## config.mk

```make
export PLATFORM = sky130hd
export DESIGN_NAME = rxrst_top
export DESIGN_NICKNAME = d
export VERILOG_FILES = /design/src/common/rxrst_pkg.sv /design/src/common/rx_status_if.sv /design/src/rxlane_fsm/rxlane_rst_fsm.sv /design/src/source/rx_status_cond.sv /design/src/source/rxrst_debounce.sv /design/src/source/rxrst_top.sv
export VERILOG_INCLUDE_DIRS = /design/src /design/src/common
export SDC_FILE = /design/constraint.sdc
export NUM_CORES = 1
export LEC_CHECK = 0
export BUFFER_PORTS_ARGS = -buffer_cell sky130_fd_sc_hd__buf_2
export CAP_MARGIN = 20
export CORE_UTILIZATION = 26
export DETAILED_ROUTE_END_ITERATION = 6
export PLACE_DENSITY_LB_ADDON = 0.08
export SETUP_SLACK_MARGIN = 0.02
export SLEW_MARGIN = 30
export SYNTH_ARGS = -nofsm -noshare
export SYNTH_HDL_FRONTEND = slang
export SYNTH_HIERARCHICAL = 1
export SYNTH_SLANG_ARGS = --single-unit
```

## constraint.sdc

```tcl
create_clock -name clk -period 2.5 [get_ports clk]
set_input_delay 0.25 -clock clk [delete_from_list [all_inputs] [get_ports clk]]
set_output_delay 0.25 -clock clk [all_outputs]
set_load 0.03 [all_outputs]
```

## src/common/rxrst_cfg.svh

```systemverilog
//////////////////////////////////////////////////
// Build-time settings of the RX reset sequencer
// All counts are in cycles of the free-running clk
// Debounce and timer values must fit RXRST_CNT_W
// bits and must each be at least 1
// The values here are small, for fast simulation
//////////////////////////////////////////////////
`ifndef RXRST_CFG_SVH
`define RXRST_CFG_SVH

// Lane count and synchronizer depth
`define RXRST_NUM_LANES       4
`define RXRST_SYNC_STAGES     2

// Rise debounce counts for the PHY status inputs
`define RXRST_SIGDET_DEB      4
`define RXRST_CDR_DEB         16
`define RXRST_PLL_DEB         16

// Lane sequencing timers
`define RXRST_PMA_RST_CYCLES  8   // PMA reset pulse width
`define RXRST_ALIGN_TIMER     64  // Word alignment budget before retry

// Width of every timer and debounce counter
`define RXRST_CNT_W           12

`endif

```

## src/common/rxrst_pkg.sv

```systemverilog
//////////////////////////////////////////////////
// Types shared by the RX lane reset logic
// Counter width follows RXRST_CNT_W from the
// configuration header
//////////////////////////////////////////////////
`default_nettype none

`include "rxrst_cfg.svh"

package rxrst_pkg;

    ////////////////////////////////////////////////
    // Lane reset sequence states
    ////////////////////////////////////////////////
    typedef enum logic [2:0] {
        ST_LANE_PD     = 3'd0,  // Lane powered down, waiting for PLL lock
        ST_PMA_RST     = 3'd1,  // PMA reset pulse
        ST_WAIT_SIGDET = 3'd2,  // Waiting for signal detect
        ST_WAIT_CDR    = 3'd3,  // Waiting for CDR lock
        ST_PCS_RST     = 3'd4,  // Single cycle before PCS reset release
        ST_WAIT_ALIGN  = 3'd5,  // Waiting for word alignment
        ST_DONE        = 3'd6   // Lane up
    } rx_state_e;

    // Timer and debounce counter
    typedef logic [`RXRST_CNT_W-1:0] rxrst_cnt_t;

endpackage

`default_nettype wire

```

## src/common/rx_status_if.sv

```systemverilog
//////////////////////////////////////////////////
// Conditioned status of one receive lane
// Plain levels, valid on every clk edge, no
// handshake
//////////////////////////////////////////////////
`timescale 1ns/1ns
`default_nettype none

interface rx_status_if;

    logic pll_lock;   // Debounced PLL lock
    logic sigdet;     // Debounced signal detect
    logic cdr_ready;  // Debounced CDR ready
    logic word_sync;  // Synchronized word alignment, no debounce

    // Status conditioner side
    modport producer (
        output pll_lock,
        output sigdet,
        output cdr_ready,
        output word_sync
    );

    // Lane state machine side
    modport consumer (
        input  pll_lock,
        input  sigdet,
        input  cdr_ready,
        input  word_sync
    );

endinterface

`default_nettype wire

```

## src/rxlane_fsm/rxlane_rst_fsm.sv

```systemverilog
//////////////////////////////////////////////////
// Receive lane reset sequencer
// Powers up the lane, pulses the PMA reset, waits
// for signal detect and CDR lock, then releases
// the PCS reset and waits for word alignment
// Status inputs must already be synchronous
// All four outputs are registered
//////////////////////////////////////////////////
`timescale 1ns/1ns
`default_nettype none

`include "rxrst_cfg.svh"

module rxlane_rst_fsm
    import rxrst_pkg::*;
(
    input  wire              clk,
    input  wire              i_rst,
    rx_status_if.consumer    i_status,
    output logic             o_lane_pd,
    output logic             o_pma_rst,
    output logic             o_pcs_rst,
    output logic             o_lane_done
);

    localparam rxrst_cnt_t PMA_LOAD   = rxrst_cnt_t'(`RXRST_PMA_RST_CYCLES - 1);
    localparam rxrst_cnt_t ALIGN_LOAD = rxrst_cnt_t'(`RXRST_ALIGN_TIMER - 1);

    rx_state_e  state_q;
    rx_state_e  state_d;
    rxrst_cnt_t timer_q;    // Shared by PMA reset width and align timeout
    logic       rx_locked;  // Signal detect and CDR both present
    logic       timer_done;

    assign rx_locked  = i_status.sigdet && i_status.cdr_ready;
    assign timer_done = (timer_q == '0);

    //////////////////////////////////////////////////
    // Next state
    //////////////////////////////////////////////////
    always_comb begin
        state_d = state_q;
        case (state_q)
            ST_LANE_PD: begin
                if (i_status.pll_lock) state_d = ST_PMA_RST;
            end
            ST_PMA_RST: begin
                if (timer_done) state_d = ST_WAIT_SIGDET;
            end
            ST_WAIT_SIGDET: begin
                if (i_status.sigdet) state_d = ST_WAIT_CDR;
            end
            ST_WAIT_CDR: begin
                if (!i_status.sigdet) begin
                    state_d = ST_PMA_RST;  // Lost the line while CDR was locking
                end else if (i_status.cdr_ready) begin
                    state_d = ST_PCS_RST;
                end
            end
            ST_PCS_RST: begin
                state_d = rx_locked ? ST_WAIT_ALIGN : ST_PMA_RST;
            end
            ST_WAIT_ALIGN: begin
                if (!rx_locked) begin
                    state_d = ST_PMA_RST;
                end else if (i_status.word_sync) begin
                    state_d = ST_DONE;
                end else if (timer_done) begin
                    state_d = ST_PMA_RST;  // Alignment timed out, retry from PMA
                end
            end
            ST_DONE: begin
                if (!rx_locked) begin
                    state_d = ST_PMA_RST;
                end else if (!i_status.word_sync) begin
                    state_d = ST_PCS_RST;  // Realign only, PMA is still fine
                end
            end
            default: state_d = ST_LANE_PD;
        endcase

        // PLL loss overrides every other rule
        if (state_q != ST_LANE_PD && !i_status.pll_lock) begin
            state_d = ST_LANE_PD;
        end
    end

    //////////////////////////////////////////////////
    // State, timer and outputs
    //////////////////////////////////////////////////
    always_ff @(posedge clk) begin
        if (i_rst) begin
            state_q <= ST_LANE_PD;
        end else begin
            state_q <= state_d;
        end
    end

    always_ff @(posedge clk) begin
        if (i_rst) begin
            timer_q <= '0;
        end else if (state_d != state_q) begin
            // Reload on every state entry
            case (state_d)
                ST_PMA_RST:    timer_q <= PMA_LOAD;
                ST_WAIT_ALIGN: timer_q <= ALIGN_LOAD;
                default:       timer_q <= '0;
            endcase
        end else if (!timer_done) begin
            timer_q <= timer_q - 1'b1;
        end
    end

    always_ff @(posedge clk) begin
        if (i_rst) begin
            o_lane_pd   <= 1'b1;
            o_pma_rst   <= 1'b1;
            o_pcs_rst   <= 1'b1;
            o_lane_done <= 1'b0;
        end else begin
            o_lane_pd   <= (state_d == ST_LANE_PD);
            o_pma_rst   <= (state_d inside {ST_LANE_PD, ST_PMA_RST});
            o_pcs_rst   <= (state_d inside {ST_LANE_PD, ST_PMA_RST, ST_WAIT_SIGDET,
                                            ST_WAIT_CDR, ST_PCS_RST});
            o_lane_done <= (state_d == ST_DONE);
        end
    end

endmodule

`default_nettype wire

```

## src/source/rx_status_cond.sv

```systemverilog
//////////////////////////////////////////////////
// Per-lane status conditioner
// All four PHY inputs are asynchronous and pass
// through RXRST_SYNC_STAGES flops each
// PLL lock, signal detect and CDR ready are also
// rise-debounced, word sync is not
//////////////////////////////////////////////////
`timescale 1ns/1ns
`default_nettype none

`include "rxrst_cfg.svh"

module rx_status_cond (
    input  wire              clk,
    input  wire              i_rst,
    input  logic             i_pll_lock,
    input  logic             i_sigdet,
    input  logic             i_cdr_ready,
    input  logic             i_word_sync,
    rx_status_if.producer    o_status
);

    localparam int STAGES = `RXRST_SYNC_STAGES;

    //////////////////////////////////////////////////
    // Synchronizers
    //////////////////////////////////////////////////
    // Bit order {word_sync, cdr_ready, sigdet, pll_lock}
    logic [3:0] sync_q [STAGES];
    logic [3:0] sync_out;

    always_ff @(posedge clk) begin
        if (i_rst) begin
            for (int s = 0; s < STAGES; s++) begin
                sync_q[s] <= '0;
            end
        end else begin
            sync_q[0] <= {i_word_sync, i_cdr_ready, i_sigdet, i_pll_lock};
            for (int s = 1; s < STAGES; s++) begin
                sync_q[s] <= sync_q[s-1];
            end
        end
    end

    assign sync_out = sync_q[STAGES-1];

    //////////////////////////////////////////////////
    // Debouncers
    //////////////////////////////////////////////////
    rxrst_debounce #(
        .RISE_COUNT (`RXRST_PLL_DEB)
    ) pll_lock_deb (
        .clk        (clk),
        .i_rst      (i_rst),
        .i_sig      (sync_out[0]),
        .o_sig_deb  (o_status.pll_lock)
    );

    rxrst_debounce #(
        .RISE_COUNT (`RXRST_SIGDET_DEB)
    ) sigdet_deb (
        .clk        (clk),
        .i_rst      (i_rst),
        .i_sig      (sync_out[1]),
        .o_sig_deb  (o_status.sigdet)
    );

    rxrst_debounce #(
        .RISE_COUNT (`RXRST_CDR_DEB)
    ) cdr_ready_deb (
        .clk        (clk),
        .i_rst      (i_rst),
        .i_sig      (sync_out[2]),
        .o_sig_deb  (o_status.cdr_ready)
    );

    assign o_status.word_sync = sync_out[3];  // Alignment is already stable in the PCS

endmodule

`default_nettype wire

```

## src/source/rxrst_debounce.sv

```systemverilog
//////////////////////////////////////////////////
// Rise-only debouncer
// Output rises after RISE_COUNT consecutive high
// input cycles and falls the cycle after any low
// Input must already be synchronous to clk
//////////////////////////////////////////////////
`timescale 1ns/1ns
`default_nettype none

`include "rxrst_cfg.svh"

module rxrst_debounce
    import rxrst_pkg::*;
#(
    parameter int RISE_COUNT = 4  // Must be 1 .. 2**RXRST_CNT_W
) (
    input  wire  clk,
    input  wire  i_rst,
    input  logic i_sig,
    output logic o_sig_deb
);

    localparam rxrst_cnt_t LAST_CNT = rxrst_cnt_t'(RISE_COUNT - 1);

    rxrst_cnt_t high_cnt;  // Consecutive high cycles seen so far

    always_ff @(posedge clk) begin
        if (i_rst || !i_sig) begin
            high_cnt  <= '0;  // Any low cycle restarts the count
            o_sig_deb <= 1'b0;
        end else if (high_cnt == LAST_CNT) begin
            o_sig_deb <= 1'b1;  // Count held here while input stays high
        end else begin
            high_cnt  <= high_cnt + 1'b1;
        end
    end

endmodule

`default_nettype wire

```

## src/source/rxrst_top.sv

```systemverilog
//////////////////////////////////////////////////
// RX reset sequencer, one lane pair per lane bit
// PHY status inputs may change asynchronously
// Lane n is reset by i_rst or i_lane_rst[n], both
// sampled on clk
// Lanes sequence independently, no bonding
//////////////////////////////////////////////////
`timescale 1ns/1ns
`default_nettype none

`include "rxrst_cfg.svh"

module rxrst_top (
    input  wire                           clk,
    input  wire                           i_rst,
    input  wire  [`RXRST_NUM_LANES-1:0]   i_lane_rst,   // Per-lane software reset
    input  wire  [`RXRST_NUM_LANES-1:0]   i_pll_lock,
    input  wire  [`RXRST_NUM_LANES-1:0]   i_sigdet,
    input  wire  [`RXRST_NUM_LANES-1:0]   i_cdr_ready,
    input  wire  [`RXRST_NUM_LANES-1:0]   i_word_sync,
    output logic [`RXRST_NUM_LANES-1:0]   o_lane_pd,
    output logic [`RXRST_NUM_LANES-1:0]   o_pma_rst,
    output logic [`RXRST_NUM_LANES-1:0]   o_pcs_rst,
    output logic [`RXRST_NUM_LANES-1:0]   o_lane_done
);

    logic [`RXRST_NUM_LANES-1:0] lane_rst;

    assign lane_rst = {`RXRST_NUM_LANES{i_rst}} | i_lane_rst;

    for (genvar n = 0; n < `RXRST_NUM_LANES; n++) begin : g_lane

        rx_status_if status_if ();  // Conditioner to FSM link of this lane

        rx_status_cond status_cond (
            .clk          (clk),
            .i_rst        (lane_rst[n]),
            .i_pll_lock   (i_pll_lock[n]),
            .i_sigdet     (i_sigdet[n]),
            .i_cdr_ready  (i_cdr_ready[n]),
            .i_word_sync  (i_word_sync[n]),
            .o_status     (status_if.producer)
        );

        rxlane_rst_fsm rxlane_fsm (
            .clk          (clk),
            .i_rst        (lane_rst[n]),
            .i_status     (status_if.consumer),
            .o_lane_pd    (o_lane_pd[n]),
            .o_pma_rst    (o_pma_rst[n]),
            .o_pcs_rst    (o_pcs_rst[n]),
            .o_lane_done  (o_lane_done[n])
        );

    end

endmodule

`default_nettype wire
```

==> impl_metrics.csv, run 1 <==
group,metric,value,unit
status,status,"completed",
synthesis,synth_top_family_by_area,"simple AND/OR/NAND/NOR gates",
synthesis,ys_seq_area_frac,0.421,
place,gp_congestion,0.763,
timing,fin_crit,2.26,ns
route,drtIter0Drc,420,
synthesis,synth.mux.area_fraction,0.0374,
floorplan,dieHeight,222,um
timing,fin_crit_sh,0.905,
worst_setup_path,max_stage_delay,0.40,ns
layout,layout_common_cells,"dfxtp_1 (262), nor2_1 (212), xor2_1 (112)",
clocking,path_clk_slew,0.05,ns
global_routing,grt_pass1_wl,45.0,mm
synthesis,synthSimpleGateAreaFrac,0.294,
floorplan,die_width,222,um
job,timing.max_cap.violations,0,
layout,diodes,0,
worst_setup_path,startpoint,"g_lane[0].rxlane_fsm/state_q[1]",
global_routing,grt_util_met3,0.0280,
floorplan,row_count,80,
route,drt_pass1_iterations,4,
layout,seq_area,5290,um^2
clocking,cts_max_level,2,
timing,worstMarginPinSlew,0.611,ns
global_routing,grt_pass1_vias,9200,
synthesis,synth_xor_area_frac,0.106,
timing,fin_skew,0.00940,ns
clocking,cts_inserted_buffers,35,
global_routing,grt_use_met1,0.146,
global_routing,grt_start_max_net_pins,17,
power_and_ir_drop,max-vdd-ir-drop,399,uV
global_routing,grt_overflow,0,
layout,syn_to_final_growth,16.5,%
layout,post-route-util,0.307,
synthesis,synth_seq_cells,264,
floorplan,die-area,49200,um^2
floorplan,num_io_pins,38,
synthesis,synth-edff-count,0,
worst_setup_path,start_kind,"flop",
route,num_vias,9501,
synthesis,post_synth.cell_area_avg,9.13,um^2
timing,finalSetupViolCount,0,
timing,grt_setup_unrepaired,"no",
timing,max_slew_margin,0.592,
power_and_ir_drop,power.total,13.6,mW
timing,fin_tns_setup,0,ns
synthesis,synth_flop_cell,"dfxtp_1",
clocking,clock_latency,0.53,ns
timing,drv_slew,0,
route,vias_per_cell,4.57,
layout,mostFrequentLayoutCell,"dfxtp_1",
place,dp_hpwl,17.7,mm
clocking,cts_max_path_buffers,3,
place,portBuffers,37,
floorplan,core_area,47700,um^2
worst_setup_path,crit_type,"flop to flop",
worst_setup_path,worst_r2r_endpoint,"g_lane[0].rxlane_fsm/timer_q[9]",
clocking,cts_tree,"built",
worst_setup_path,rrSetupSlack,0.24,ns
synthesis,synth_cell_types,54,
route,drt-wirelength-per-cell,12.6,um
worst_setup_path,r2r_start,"g_lane[0].rxlane_fsm/state_q[1]",
route,drc,0,
worst_setup_path,reg2reg_depth,7,
synthesis,mappedNetlistArea,12600,um^2
layout,fillers,4967,
global_routing,antenna_found_initial,1,
route,totalWireLength,26.2,mm
floorplan,initial_core_util,0.263,
synthesis,synth-compound-area-share,0.0789,
worst_setup_path,crit_family,"simple AND/OR/NAND/NOR gates",
synthesis,synth-async-reset-ratio,0,
layout,nets,1485,
synthesis,yosysWarningCount,6,
clocking,clockRootBuffer,"clkbuf_16",
worst_setup_path,slowest_stage,"dfxtp_1",
route,ant_nets,0,
worst_setup_path,crit_buf_inv,1,
worst_hold_path,min_path_type,"primary input to flop",
layout,multi_input_area,6690,um^2
worst_setup_path,crit_path_cell_trace,"nand2b_2, o32a_1, a211o_1, mux2i_1, nand3_2, buf_4, nor3_1",
power_and_ir_drop,powerDensity,931,nW/um^2
timing,hold_viol_final,0,
timing,fmax,442,MHz
power_and_ir_drop,leakage,5.28,nW
worst_setup_path,crit_end,"g_lane[0].rxlane_fsm/timer_q[9]",
worst_setup_path,worstPathArrival,2.71,ns
global_routing,grt.total_usage,0.109,
clocking,cts_num_sinks,264,
global_routing,gr-usage-met2,0.168,
synthesis,netlist_instances,1376,
layout,drive_gt1_frac,0.151,
global_routing,grt-busiest-layer,"met2",
worst_setup_path,cp.depth,7,
synthesis,syn-num-nets,1414,
worst_setup_path,required,2.95,ns
worst_setup_path,cp_max_fo,12,
synthesis,synth-adder-area-share,0.0159,
worst_setup_path,critical_path.endpoint_type,"flop",
-- kinds of logic (layout without fill, tap and decap cells) --
family / count (synthesis) / after routing
adders and majority gates: 16 / 16
and+or+nand+nor: 668 / 668
xor gates and xnor gates: 152 / 152
AOI/OAI and AO/OA: 132 / 132
muxes: 44 / 44
DFF: 264 / 264
buffers and inverters: 100 / 190
-- metal layers --
metal | vias to the layer above | wire length (um)
met4 | 0 | 793
met5 | - | 0
met2 | 96 | 11200
met1 | 4402 | 13300
met3 | 54 | 950
li1 | 4949 | -
-- worst min-delay path by stage --
| stage | to | from | depth (start not counted) | slack [ns] |
|---|---|---|---|---|
| after floorplan | g_lane[0].status_cond/sync_q[0][0] | i_pll_lock[0] | 1 | 0.38 |
| after global placement | g_lane[1].status_cond/sync_q[0][5] | g_lane[1].status_cond/sync_q[0][1] | 1 | 0.42 |
| after detailed placement | g_lane[0].status_cond/sync_q[0][6] | g_lane[0].status_cond/sync_q[0][2] | 1 | 0.43 |
| after CTS | g_lane[3].status_cond/sync_q[0][1] | i_lane_rst[3] | 3 | 0.28 |
| after global routing | g_lane[3].status_cond/sync_q[0][5] | i_lane_rst[3] | 3 | 0.30 |
| final | g_lane[3].status_cond/sync_q[0][1] | i_lane_rst[3] | 3 | 0.28 |
-- area by class of cell --
class | instances | share of cell area
inverters | 36 | 0.00923
multi-input cells | 1012 | 0.457
flip-flops and latches | 264 | 0.361
repair buffers | 98 | 0.0467
well taps | 615 | 0.0526
clock buffers | 51 | 0.0716
clock inverters | 5 | 0.00171
-- per-stage QoR --
step | area [um^2] | setup WS, ns | instances | hold WS (ns)
global placement | 13400 | 0.245 | 2009 | 0.425
floorplan | 12600 | 0.421 | 1376 | 0.378
global route | 14600 | 0.0209 | 2081 | 0.304
detailed placement | 13400 | 0.195 | 2009 | 0.425
finish | 14600 | 0.237 | 2081 | 0.281
CTS | 14600 | 0.173 | 2081 | 0.280
-- where the power goes --
part	internal [mW]	switching [mW]	total (mW)
Combinational	1.93	2.05	3.98
Sequential	4.54	0.358	4.90
Clock	2.88	1.86	4.74
-- worst register-to-register path: stages (launching register included) --
cell and delay (ns):
dfxtp_1 0.40, nand2b_2 0.29, o32a_1 0.31, a211o_1 0.35, mux2i_1 0.19, nand3_2 0.23
buf_4 0.24, nor3_1 0.17
-- synthesized netlist by cell type (28+ instances only) --
master   number  area [um^2]
nor2_1      212          796
inv_1        32          120
buf_6        28          315
nor4_1       28          175
mux2i_1      32          320
nand3_1      56          280
dfxtp_1     264         5290
nor3_1       68          340
xnor2_1      40          350
xor2_1      112          981
nand4_1      32          200
nand2_1      60          225
nor2b_1      44          275
-- flip-flops by register name, summed over array words and instances (netlist names) --
signal,count
g_lane.rxlane_fsm/timer_q,48
g_lane.rxlane_fsm/state_q,12
g_lane.status_cond/cdr_ready_deb/high_cnt,48
g_lane.rxlane_fsm/o_pcs_rst,4
g_lane.status_cond/cdr_ready_deb/o_sig_deb,4
g_lane.status_cond/sync_q,32
g_lane.rxlane_fsm/o_lane_pd,4
g_lane.status_cond/sigdet_deb/o_sig_deb,4
g_lane.rxlane_fsm/o_pma_rst,4
g_lane.status_cond/pll_lock_deb/o_sig_deb,4
g_lane.status_cond/sigdet_deb/high_cnt,48
g_lane.rxlane_fsm/o_lane_done,4
g_lane.status_cond/pll_lock_deb/high_cnt,48
-- repair_timing --
action                                 in CTS  in global routing
hold buffers                               16                  0
endpoints found under the hold margin      16                  0
setup endpoints to repair                   0                  5
resized for setup                           0                  3
setup buffers                               0                  0
No activity file was read; power rests on OpenSTA's default activity.
==> run 2: changes to the inputs <==
--- a/config.mk
+++ b/config.mk
@@ -8,6 +8,7 @@
 export LEC_CHECK = 0
 export BUFFER_PORTS_ARGS = -buffer_cell sky130_fd_sc_hd__buf_2
 export CAP_MARGIN = 20
+export CORE_MARGIN = 2
 export CORE_UTILIZATION = 26
 export DETAILED_ROUTE_END_ITERATION = 6
 export PLACE_DENSITY_LB_ADDON = 0.08
==> run 2 against run 1 <==
Die area up 1.8%. Worst hold slack worse by 0.0090 ns. Clock power up 6.1%. First-iteration DRC count down 17%. Final cell count up 0.38%. Critical path depth unchanged. Sequential share of layout area down 0.24 points. Total power up 1.9%. Clock-buffer cell count up 3. Core utilization up 0.19 points. Critical path type unchanged. Critical endpoint is now g_lane[1].rxlane_fsm/timer_q[5]. Largest cell class unchanged. Highest routed layer unchanged.
==> impl_metrics.csv, run 2 (synthesized netlist as in run 1, its figures left out) <==
group,metric,value,unit
job,timing.max_cap.violations,0,
floorplan,die-area,50100,um^2
clocking,path_clk_slew,0.06,ns
clocking,cts_max_level,2,
worst_hold_path,hold_depth,3,
global_routing,grt_overflow,0,
timing,max_slew_margin,0.573,
global_routing,grt_start_max_net_pins,19,
worst_hold_path,hold_start,"i_lane_rst[2]",
layout,nets,1486,
layout,mostFrequentLayoutCell,"dfxtp_1",
clocking,cts_tree,"built",
power_and_ir_drop,p_comb_frac,0.284,
floorplan,row_count,80,
route,drtIter0Drc,348,
layout,layout_common_cells,"dfxtp_1 (264), nor2_1 (212), xor2_1 (112)",
route,vias_per_cell,4.54,
route,drt_pass1_iterations,4,
power_and_ir_drop,p_int,9.55,mW
power_and_ir_drop,power.total,13.9,mW
power_and_ir_drop,powerDensity,942,nW/um^2
timing,fin_crit_sh,0.917,
global_routing,grt_pass1_vias,9184,
place,dp_hpwl,18.0,mm
worst_setup_path,cp_max_fo,11,
timing,fmax,436,MHz
floorplan,die_width,224,um
place,place_ws,0.202,ns
place,portBuffers,37,
timing,fin_tns_setup,0,ns
clocking,clockRootBuffer,"clkbuf_16",
clocking,cts_num_sinks,264,
worst_setup_path,crit_type,"flop to flop",
timing,hold_viol_final,0,
worst_setup_path,worstPathArrival,2.72,ns
timing,fin_skew,0.0155,ns
route,drt-wirelength-per-cell,12.7,um
worst_setup_path,start_kind,"flop",
global_routing,grt.total_usage,0.108,
timing,finalSetupViolCount,0,
route,totalWireLength,26.5,mm
route,num_vias,9477,
worst_hold_path,min_path_type,"primary input to flop",
route,ant_nets,0,
worst_setup_path,required,2.92,ns
place,placed_cells,2010,
global_routing,antenna_found_initial,1,
status,status,"completed",
worst_setup_path,rrSetupSlack,0.21,ns
worst_setup_path,critical_path.endpoint_type,"flop",
layout,stdcell_count,2089,
worst_setup_path,r2r_start,"g_lane[1].rxlane_fsm/state_q[2]",
clocking,cts_resized,0,
power_and_ir_drop,clkPwrFrac,0.362,
power_and_ir_drop,switchingPower,4.32,mW
floorplan,dieHeight,224,um
layout,diodes,0,
place,gp_congestion,0.771,
timing,drv_slew,0,
layout,drive_gt1_frac,0.154,
clocking,clock_latency,0.54,ns
worst_setup_path,reg2reg_depth,7,
timing,hold_ws,0.272,ns
worst_hold_path,hold_end,"g_lane[2].rxlane_fsm/state_q[0]",
floorplan,initial_core_util,0.263,
power_and_ir_drop,max-vdd-ir-drop,334,uV
floorplan,num_io_pins,38,
place,placed_area,13400,um^2
worst_setup_path,worst_r2r_endpoint,"g_lane[1].rxlane_fsm/timer_q[5]",
timing,fin_crit,2.29,ns
global_routing,grt_pass1_wl,45.4,mm
layout,syn_to_final_growth,17.2,%
clocking,cts_max_path_buffers,3,
timing,grt_setup_unrepaired,"no",
power_and_ir_drop,sw_frac_of_total,0.312,
power_and_ir_drop,seqPwrFrac,0.353,
layout,final_cell_area,14700,um^2
floorplan,core_area,47700,um^2
clocking,cts_inserted_buffers,35,
power_and_ir_drop,leakage,5.33,nW
timing,worstMarginPinSlew,0.639,ns
route,drc,0,
layout,post-route-util,0.308,
timing,layout_setup_ws,0.206,ns
[run 2: cell count changes in the layout (fill, tap and decap cells not counted), sizes merged]
| cell | change |
|---|---|
| clkbuf | +3 |
| clkinv | +2 |
| buf | +1 |
| inv | +1 |
| bufinv | +1 |
[run 2: routing by layer]
layer | vias up | routed length, um | track usage
li1 | 4952 | - | -
met1 | 4381 | 13000 | 0.141
met2 | 95 | 11700 | 0.172
met3 | 49 | 967 | 0.0223
met4 | 0 | 798 | 0.0484
met5 | - | 0 | 0
[run 2: power groups by stage]
stage | Sequential [mW] | Clock, mW | Combinational, mW
finish | 4.90 | 5.03 | 3.95
global placement | 5.00 | 0 | 3.97
detailed placement | 4.99 | 0 | 3.94
CTS | 4.90 | 5.28 | 3.99
global route | 4.95 | 5.43 | 4.47
floorplan | 4.91 | 0 | 2.94
[run 2: how the worst max path moves through the flow]
stage	slack [ns]	endpoint	start	depth (start not counted)
2_1_floorplan	0.42	g_lane[0].rxlane_fsm/timer_q[2]	g_lane[0].rxlane_fsm/timer_q[8]	7
3_3_place_gp	0.21	g_lane[1].rxlane_fsm/timer_q[5]	g_lane[1].rxlane_fsm/state_q[2]	7
3_5_place_dp	0.20	g_lane[1].rxlane_fsm/timer_q[4]	g_lane[1].rxlane_fsm/state_q[2]	7
4_1_cts	0.18	g_lane[1].rxlane_fsm/timer_q[4]	g_lane[1].rxlane_fsm/state_q[2]	7
5_1_grt	0.03	g_lane[0].rxlane_fsm/timer_q[1]	g_lane[0].rxlane_fsm/state_q[0]	5
6_report	0.21	g_lane[1].rxlane_fsm/timer_q[5]	g_lane[1].rxlane_fsm/state_q[2]	7
[run 2: critical path, cell delays in order (launching register included)]
cell,delay (ns)
dfxtp_1,0.53
inv_2,0.11
o32a_1,0.36
a211o_1,0.36
mux2i_1,0.20
nand3_2,0.25
buf_4,0.25
mux2i_1,0.12
[run 2: final cells by class]
type	instances	area (um^2)
clock inverters	9	73.8
clock buffers	54	1090
fillers	4990	33000
inverters	36	135
repair buffers	99	691
well taps	615	769
flip-flops and latches	264	5290
multi-input cells	1012	6680
[run 2: repair_timing]
action	in CTS	in global routing
hold endpoints to repair	16	0
setup buffers	0	0
hold buffers	16	0
